==> config.mk <==
export PLATFORM = sky130hd
export DESIGN_NAME = cpuCtrlUnit
export DESIGN_NICKNAME = d
export VERILOG_FILES = /design/src/rtl/cpuCtrlPkg.sv /design/src/rtl/instrDecode.sv /design/src/rtl/ctrlSequencer.sv /design/src/rtl/ctrlWordGen.sv /design/src/rtl/cpuCtrlUnit.sv
export SDC_FILE = /design/constraint.sdc
export NUM_CORES = 1
export LEC_CHECK = 0
export ABC_AREA = 0
export BUFFER_PORTS_ARGS = -buffer_cell sky130_fd_sc_hd__buf_2
export CELL_PAD_IN_SITES_DETAIL_PLACEMENT = 0
export CELL_PAD_IN_SITES_GLOBAL_PLACEMENT = 1
export CORE_MARGIN = 2
export CORE_UTILIZATION = 35
export CTS_BUF_LIST = sky130_fd_sc_hd__clkbuf_8
export CTS_CLUSTER_DIAMETER = 100
export DETAILED_ROUTE_END_ITERATION = 8
export GPL_TIMING_DRIVEN = 0
export PLACE_DENSITY_LB_ADDON = 0.1
export SETUP_SLACK_MARGIN = 0.3
export SLEW_MARGIN = 20
export SYNTH_ARGS = -nofsm -noshare
export SYNTH_HDL_FRONTEND = slang
export SYNTH_SLANG_ARGS = --single-unit
==> constraint.sdc <==
create_clock -name clk -period 2.19 [get_ports clk]
set_input_delay 0.438 -clock clk [delete_from_list [all_inputs] [get_ports clk]]
set_output_delay 0.438 -clock clk [all_outputs]
set_load 0.05 [all_outputs]
==> src/rtl/cpuCtrlPkg.sv <==
package cpuCtrlPkg;

    // MIPS opcode field, anything else is an illegal opcode
    typedef enum logic [5:0] {
        opRFormat = 6'h00,
        opJ       = 6'h02,
        opBeq     = 6'h04,
        opBne     = 6'h05,
        opBle     = 6'h06,
        opBgt     = 6'h07,
        opAddi    = 6'h08,
        opAddiu   = 6'h09,
        opSlti    = 6'h0a,
        opLw      = 6'h23,
        opSw      = 6'h2b
    } opcode_t;

    typedef enum logic [5:0] {
        fnAdd = 6'h20,
        fnSub = 6'h22,
        fnAnd = 6'h24,
        fnSlt = 6'h2a
    } funct_t;

    typedef struct packed {
        opcode_t opcode;
        funct_t  funct;
    } instrFields_t;

    typedef struct packed {
        logic overflow;
        logic equal;
        logic greater;
    } aluFlags_t;

    typedef enum logic [2:0] {
        aluPass    = 3'd0,
        aluAdd     = 3'd1,
        aluSub     = 3'd2,
        aluAnd     = 3'd3,
        aluCompare = 3'd7 // slt style compare, also sets equal/greater
    } aluOp_t;

    typedef enum logic [2:0] {
        aluReg, aluImm, setLess, branch, jump, load, store, illegal
    } instrClass_t;

    typedef enum logic [1:0] {brEq, brNe, brLe, brGt} branchCond_t;

    typedef struct packed {
        instrClass_t instrClass;
        aluOp_t      aluOp;
        branchCond_t branchCond;
        logic        trapsOverflow;
        logic        useImm;
        logic        destRt;  // write rt instead of rd
    } decodedInstr_t;

    typedef enum logic [4:0] {
        fetch1, fetch2, fetch3, decode1, decode2, execute,
        writeBack, memWait, loadWrite, storeAddr, storeWrite,
        branchCheck, branchTaken,
        exc1, exc2, excWait, excLoad, finish
    } ctrlState_t;

    typedef enum logic {causeOpcode, causeOverflow} excCause_t;

    // datapath mux selects
    typedef enum logic {srcAPc, srcARegA} aluSrcA_t;
    typedef enum logic [1:0] {srcBRegB, srcBFour, srcBImm, srcBBranchOff} aluSrcB_t;
    typedef enum logic {dstRt, dstRd} regDst_t;
    typedef enum logic [1:0] {m2rAluOut, m2rMemData, m2rAluResult} memToReg_t;
    typedef enum logic [1:0] {
        pcSrcAluResult, pcSrcAluOut, pcSrcJumpTarget, pcSrcMemData
    } pcSource_t;
    typedef enum logic [1:0] {
        iordPc, iordAluOut, iordOpcodeVector, iordOverflowVector
    } iord_t;

    typedef struct packed {
        logic      memWrite;
        logic      pcWrite;
        logic      irWrite;
        logic      regWrite;
        logic      abWrite;
        logic      aluOutWrite;
        logic      epcWrite;
        aluOp_t    aluOp;
        aluSrcA_t  aluSrcA;
        aluSrcB_t  aluSrcB;
        regDst_t   regDst;
        memToReg_t memToReg;
        pcSource_t pcSource;
        iord_t     iord;
    } ctrlWord_t;

    localparam ctrlWord_t idleCtrl = '{
        memWrite: 1'b0, pcWrite: 1'b0, irWrite: 1'b0, regWrite: 1'b0,
        abWrite: 1'b0, aluOutWrite: 1'b0, epcWrite: 1'b0,
        aluOp: aluPass, aluSrcA: srcAPc, aluSrcB: srcBRegB, regDst: dstRt,
        memToReg: m2rAluOut, pcSource: pcSrcAluResult, iord: iordPc
    };

endpackage

==> src/rtl/instrDecode.sv <==
`timescale 1ns/1ps

module instrDecode (
    input  cpuCtrlPkg::instrFields_t  instr,
    output cpuCtrlPkg::decodedInstr_t decoded
);
    import cpuCtrlPkg::*;

    always_comb begin
        // unknown opcodes fall through as illegal
        decoded.instrClass    = illegal;
        decoded.aluOp         = aluPass;
        decoded.branchCond    = brEq;
        decoded.trapsOverflow = 1'b0;
        decoded.useImm        = 1'b0;
        decoded.destRt        = 1'b0;

        case (instr.opcode)
            opRFormat: begin
                case (instr.funct)
                    fnAdd: begin
                        decoded.instrClass    = aluReg;
                        decoded.aluOp         = aluAdd;
                        decoded.trapsOverflow = 1'b1;
                    end
                    fnSub: begin
                        decoded.instrClass    = aluReg;
                        decoded.aluOp         = aluSub;
                        decoded.trapsOverflow = 1'b1;
                    end
                    fnAnd: begin
                        decoded.instrClass = aluReg;
                        decoded.aluOp      = aluAnd;
                    end
                    fnSlt: begin
                        decoded.instrClass = setLess;
                        decoded.aluOp      = aluCompare;
                    end
                    default: decoded.instrClass = illegal; // unknown funct
                endcase
            end
            opAddi, opAddiu: begin
                decoded.instrClass    = aluImm;
                decoded.aluOp         = aluAdd;
                decoded.useImm        = 1'b1;
                decoded.destRt        = 1'b1;
                decoded.trapsOverflow = (instr.opcode == opAddi); // addiu never traps
            end
            opSlti: begin
                decoded.instrClass = setLess;
                decoded.aluOp      = aluCompare;
                decoded.useImm     = 1'b1;
                decoded.destRt     = 1'b1;
            end
            opBeq, opBne, opBle, opBgt: begin
                decoded.instrClass = branch;
                decoded.aluOp      = aluCompare;
                case (instr.opcode)
                    opBne:   decoded.branchCond = brNe;
                    opBle:   decoded.branchCond = brLe;
                    opBgt:   decoded.branchCond = brGt;
                    default: decoded.branchCond = brEq;
                endcase
            end
            opJ: decoded.instrClass = jump;
            opLw, opSw: begin
                decoded.instrClass = (instr.opcode == opLw) ? load : store;
                decoded.aluOp      = aluAdd; // base + offset
                decoded.useImm     = 1'b1;
                decoded.destRt     = 1'b1;
            end
            default: decoded.instrClass = illegal;
        endcase
    end

endmodule

==> src/rtl/ctrlSequencer.sv <==
`timescale 1ns/1ps

module ctrlSequencer #(
    parameter int memWaitCycles = 3
) (
    input  logic                      clk,
    input  logic                      reset,
    input  cpuCtrlPkg::decodedInstr_t decoded,
    input  cpuCtrlPkg::aluFlags_t     flags,
    output cpuCtrlPkg::ctrlState_t    state,
    output cpuCtrlPkg::excCause_t     cause
);
    import cpuCtrlPkg::*;

    localparam int cntWidth = (memWaitCycles > 1) ? $clog2(memWaitCycles) : 1;
    localparam logic [cntWidth-1:0] lastWait = cntWidth'(memWaitCycles - 1);

    ctrlState_t          nextState;
    excCause_t           nextCause;
    logic [cntWidth-1:0] waitCnt;
    logic                waitDone;
    logic                inWait;
    logic                branchHolds;

    assign inWait   = (state == memWait) || (state == excWait);
    assign waitDone = (waitCnt == lastWait);

    // branch condition from the compare done in execute
    always_comb begin
        case (decoded.branchCond)
            brEq:    branchHolds = flags.equal;
            brNe:    branchHolds = !flags.equal;
            brLe:    branchHolds = !flags.greater;
            default: branchHolds = flags.greater;
        endcase
    end

    always_comb begin
        nextState = state;
        nextCause = cause;

        case (state)
            fetch1:  nextState = fetch2;
            fetch2:  nextState = fetch3;
            fetch3:  nextState = decode1;
            decode1: nextState = decode2;
            decode2: nextState = execute;
            execute: begin
                case (decoded.instrClass)
                    aluReg, aluImm:  nextState = writeBack;
                    setLess, jump:   nextState = finish;
                    branch:          nextState = branchCheck;
                    load:            nextState = memWait;
                    store:           nextState = storeAddr;
                    default: begin
                        nextState = exc1;
                        nextCause = causeOpcode;
                    end
                endcase
            end
            writeBack: begin
                if (decoded.trapsOverflow && flags.overflow) begin
                    nextState = exc1;
                    nextCause = causeOverflow;
                end else begin
                    nextState = finish;
                end
            end
            storeAddr: nextState = memWait;
            memWait: begin
                if (waitDone) begin
                    nextState = (decoded.instrClass == store) ? storeWrite : loadWrite;
                end
            end
            loadWrite, storeWrite: nextState = finish;
            branchCheck: nextState = branchHolds ? branchTaken : finish;
            branchTaken: nextState = finish;
            exc1: nextState = exc2;
            exc2: nextState = excWait;
            excWait: begin
                if (waitDone) begin
                    nextState = excLoad;
                end
            end
            excLoad: nextState = finish;
            finish:  nextState = fetch1;
            default: nextState = fetch1;
        endcase
    end

    always_ff @(posedge clk) begin
        if (reset) begin
            state   <= fetch1;
            cause   <= causeOpcode;
            waitCnt <= '0;
        end else begin
            state <= nextState;
            cause <= nextCause; // only moves on entry to exc1
            if (inWait && !waitDone) begin
                waitCnt <= waitCnt + 1'b1;
            end else begin
                waitCnt <= '0;
            end
        end
    end

endmodule

==> src/rtl/ctrlWordGen.sv <==
`timescale 1ns/1ps

module ctrlWordGen (
    input  cpuCtrlPkg::ctrlState_t    state,
    input  cpuCtrlPkg::excCause_t     cause,
    input  cpuCtrlPkg::decodedInstr_t decoded,
    output cpuCtrlPkg::ctrlWord_t     ctrl
);
    import cpuCtrlPkg::*;

    always_comb begin
        ctrl = idleCtrl;

        case (state)
            fetch1: begin
                ctrl.iord    = iordPc;
                ctrl.aluSrcA = srcAPc;
                ctrl.aluSrcB = srcBFour;
                ctrl.aluOp   = aluAdd;
            end
            fetch2: begin
                // hold pc+4 on the ALU while the PC takes it
                ctrl.aluSrcA  = srcAPc;
                ctrl.aluSrcB  = srcBFour;
                ctrl.aluOp    = aluAdd;
                ctrl.pcSource = pcSrcAluResult;
                ctrl.pcWrite  = 1'b1;
            end
            fetch3: ctrl.irWrite = 1'b1;
            decode1: begin
                // speculative branch target into aluOut
                ctrl.aluSrcA     = srcAPc;
                ctrl.aluSrcB     = srcBBranchOff;
                ctrl.aluOp       = aluAdd;
                ctrl.aluOutWrite = 1'b1;
            end
            decode2: ctrl.abWrite = 1'b1;
            execute: begin
                ctrl.aluOp   = decoded.aluOp;
                ctrl.aluSrcA = srcARegA;
                if (decoded.useImm) begin
                    ctrl.aluSrcB = srcBImm;
                end
                case (decoded.instrClass)
                    aluReg, aluImm, store: ctrl.aluOutWrite = 1'b1;
                    setLess: begin
                        ctrl.regWrite = 1'b1;
                        ctrl.memToReg = m2rAluResult;
                        if (!decoded.destRt) begin
                            ctrl.regDst = dstRd;
                        end
                    end
                    jump: begin
                        ctrl.pcWrite  = 1'b1;
                        ctrl.pcSource = pcSrcJumpTarget;
                    end
                    load: ctrl.iord = iordAluOut;
                    default: ;
                endcase
            end
            writeBack: begin
                ctrl.regWrite = 1'b1;
                ctrl.memToReg = m2rAluOut;
                if (!decoded.destRt) begin
                    ctrl.regDst = dstRd;
                end
            end
            loadWrite: begin
                ctrl.regWrite = 1'b1;
                ctrl.memToReg = m2rMemData;
                ctrl.regDst   = dstRt;
            end
            storeAddr: ctrl.iord = iordAluOut;
            storeWrite: begin
                ctrl.iord     = iordAluOut; // address still needed for the write
                ctrl.memWrite = 1'b1;
            end
            branchTaken: begin
                ctrl.pcWrite  = 1'b1;
                ctrl.pcSource = pcSrcAluOut;
            end
            exc1: begin
                // EPC gets pc-4, the faulting instruction
                ctrl.epcWrite = 1'b1;
                ctrl.aluSrcA  = srcAPc;
                ctrl.aluSrcB  = srcBFour;
                ctrl.aluOp    = aluSub;
            end
            exc2: begin
                if (cause == causeOverflow) begin
                    ctrl.iord = iordOverflowVector;
                end else begin
                    ctrl.iord = iordOpcodeVector;
                end
            end
            excLoad: begin
                ctrl.pcWrite  = 1'b1;
                ctrl.pcSource = pcSrcMemData; // handler address from memory
            end
            default: ctrl = idleCtrl; // memWait, excWait, branchCheck, finish
        endcase
    end

endmodule

==> src/rtl/cpuCtrlUnit.sv <==
`timescale 1ns/1ps

module cpuCtrlUnit #(
    parameter int memWaitCycles = 3
) (
    input  logic                     clk,
    input  logic                     reset,
    input  cpuCtrlPkg::instrFields_t instr,
    input  cpuCtrlPkg::aluFlags_t    flags,
    output cpuCtrlPkg::ctrlWord_t    ctrl
);
    import cpuCtrlPkg::*;

    decodedInstr_t decodedNow;
    decodedInstr_t decodedReg;
    ctrlState_t    state;
    excCause_t     cause;

    instrDecode instrDecode0 (
        .instr  (instr),
        .decoded(decodedNow)
    );

    // IR is stable from decode2 on, hold its decode for the rest of the instruction
    always_ff @(posedge clk) begin
        if (state == decode2) begin
            decodedReg <= decodedNow;
        end
    end

    ctrlSequencer #(
        .memWaitCycles(memWaitCycles)
    ) ctrlSequencer0 (
        .clk    (clk),
        .reset  (reset),
        .decoded(decodedReg),
        .flags  (flags),
        .state  (state),
        .cause  (cause)
    );

    ctrlWordGen ctrlWordGen0 (
        .state  (state),
        .cause  (cause),
        .decoded(decodedReg),
        .ctrl   (ctrl)
    );

endmodule

==> impl_metrics.ini <==
[global_route]
grt_pass1_wl_mm = 7.776
grt_max_degree = 11
grt_overflow = 0
antenna_found_initial = 0
grt_usage = 0.1973
grt_pass1_vias = 1670

[yosys]
synth_common_cells = nor2_1, a21oi_1, nand2_1
syn_inst = 203
seq_area_frac_synth = 0.3039
synthXorXnorAreaFrac = 0.01156
synth_top_family_by_area = simple AND/OR/NAND/NOR gates
synth_most_common_cell = nor2_1
synth_fa_ha_area_frac = 0.01486
synth_area_leaders = edfxtp_1, dfxtp_1, a21oi_1, nor2_1, nand2_1
synth_mux_area_frac = 0.02725
synth-simple-area-share = 0.3220
synth_top_flop_cell = edfxtp_1
yosysTopAreaCellShare = 0.1982
syn_area_um2 = 1515
synth_edf_count = 10
synthArstFlopShare = 0
avgSynthCellArea_um2 = 7.464
synth-compound-area-share = 0.2576
syn_nets = 221
yosysWarnings = 0
yosys_register_bits = 18
synth_top_cell_by_area = edfxtp_1
synth_cell_types = 51

[worst_setup_path]
crit_required_ps = 1750
critPathLaunchType = flip-flop
crit_path_start = ctrlSequencer0.state[1]
crit_path_max_fanout = 3
crit_arrival_ps = 1730
max_stage_delay_ps = 550
crit_type = flip-flop to output pin
path_cells = and2b_2 > nand3_4 > or4b_4 > o21ai_4 > buf_6
cpMaxStageDelayCell = or4b_4
r2r_cells = 6
reg2reg_from = ctrlSequencer0.state[4]
setup.worst_path.end_class = output pin

[finish]
drive_above_1_share = 0.4118
nNetsFinal = 274
num_antenna_cells = 0
syn2layout_area_growth_pct = 51.36
final_area_um2 = 2293
nFillCells = 396

[sta]
layout_setup_ws_ps = 23.08
finalSetupTns_ps = 0
hold_slack_ps = 395.8
relSlewSlack = 0.7423
timing.final.hold_violations = 0
final.period_utilization = 0.9895
fin_skew_ps = 2.872
setup_viol = 0
tightest_slew_ps = 385.7
slew_viol_final = 0
rsz0062_at_grt = yes
max_freq_mhz = 461.5
min_period_ps = 2167

[clock_network]
clk_latency_ps = 250
cts.sinks = 18
cts.clk_slew.worst_paths_ps = 70
ctsRootBufferMaster = clkbuf_8
cts_buffers = 3
ctsHtreeMaxLevel = 1
clockBufferDepth = 2
cts_tree = done

[routing]
post-route-drc-count = 0
drt-total-wl_mm = 4.838
first_pass_iters = 4
vias = 1779
via_per_inst = 5.833
wire_per_inst_um = 15.86
ant_nets = 0
drtIter0Drc = 139

[place]
placed_area_um2 = 1889
gp_congestion = 0.8407
io_buffers = 32
preCtsSetupSlack_ps = -27.51
hpwl_mm = 3.610

[pwr]
vdd_drop_max_mv = 0.2404
seqPwrFrac = 0.250
cellLeakagePower_nw = 0.8830
switching_power_mw = 0.7022
total_power_mw = 1.641
p_int_mw = 0.9388
power_density_nw_per_um2 = 715.5
share_clk_of_total_power = 0.162
p_sw_frac = 0.4279
p_comb_frac = 0.587

[die]
die_w_um = 69.80
io_pins = 37
fp.coreArea_um2 = 4086
rows = 23
dieArea_um2 = 4871
die_y_um = 69.80
start_util = 0.3708

[min_path]
min_from = reset
worstHoldPathType = primary input to flip-flop
hold_depth = 2

[job]
maxCapViolCount = 0

[run_status]
run_status = finished, final reports clean
==> layer usage <==
layer / part of all wire / global-route usage / up-vias
met5: 0 / 0 / -
met2: 0.52 / 0.3566 / 79
met3: 0.048 / 0.01017 / 19
met1: 0.38 / 0.2182 / 835
li1: - / - / 846
met4: 0.053 / 0.1389 / 0
==> power by group through the flow <==
stage	clock network, mW	logic, mW	registers [mW]
global route	0.295	1.01	0.415
global placement	0	0.718	0.415
floorplan	0	0.568	0.411
CTS	0.275	0.903	0.409
finish	0.266	0.964	0.411
detailed placement	0	0.723	0.416
==> critical path: cells and delay by family, from the launching register on <==
kind            cells  cell delay (ps)
compound gates      1               80
buf+inv             1              170
flops               1              330
simple gates        3              890
==> sequential cells by signal, indices dropped and copies added, names as in the netlist <==
register                cells
ctrlSequencer0.cause        1
decodedReg                 10
ctrlSequencer0.waitCnt      2
ctrlSequencer0.state        5
==> through the flow <==
step             util  instances
6_report       0.5612        305
4_1_cts        0.5392        303
2_1_floorplan       -        203
3_3_place_gp   0.4623        285
5_1_grt        0.5612        305
3_5_place_dp   0.4623        285
==> kinds of logic (layout without fill, tap and decap cells) <==
logic type | count (synthesis) | count (layout)
buf+inv | 23 | 75
simple gates | 93 | 93
flops | 18 | 18
mux | 4 | 4
fa+ha+maj | 2 | 2
xor+xnor | 2 | 2
compound gates | 61 | 61
==> worst paths after layout <==
| path | end | slack [ps] |
|---|---|---|
| worst max-delay path | ctrl[3] | 20 |
| worst min-delay path | ctrlSequencer0.state[2] | 400 |
| worst max register to register | ctrlSequencer0.state[0] | 470 |
| worst min register to register | ctrlSequencer0.waitCnt[0] | 420 |
==> layout make-up <==
type                            count  area (um^2)  area share
Multi-Input combinational cell    162         1169      0.5095
Sequential cell                    18        464.2      0.2024
Clock buffer                        4        55.05     0.02400
Inverter                            9        37.54     0.01637
Buffer                             14        121.4     0.05292
Timing Repair Buffer               48        384.1      0.1675
Tap cell                           50        62.56     0.02728
==> cells in the final DEF, fill, tap and decap left out, types with 2 or more instances in the layout <==
cell       n
clkbuf_4   3
and3_1     2
clkbuf_8   5
nand2_2    3
o22ai_1    4
a211oi_1   4
nor2b_1    3
nand3_1    5
buf_2     15
buf_6     16
nand2_1   15
o21ai_0    7
nor3b_1    3
mux2i_1    3
dfxtp_1    5
nor3_4     3
edfxtp_1  10
or4_1      2
nor2_1    18
nand2b_1   3
nor2_2     5
or3_1      3
a21oi_4    2
o21ai_4    2
o21ai_2    2
clkbuf_1   3
inv_1      8
nor2_4     3
nor3_1     5
a31oi_1    3
dfxtp_2    3
buf_4     21
o21a_1     3
and3b_1    2
a21oi_1   19
nand2b_4   2
==> repair_timing <==
item                       4_1_cts  5_1_grt
pin swaps                        8       10
setup buffers                   14        2
resized for setup               54       23
setup endpoints to repair       20       20
hold buffers                     0        0
Note: power is estimated with default switching activity, not from simulation.
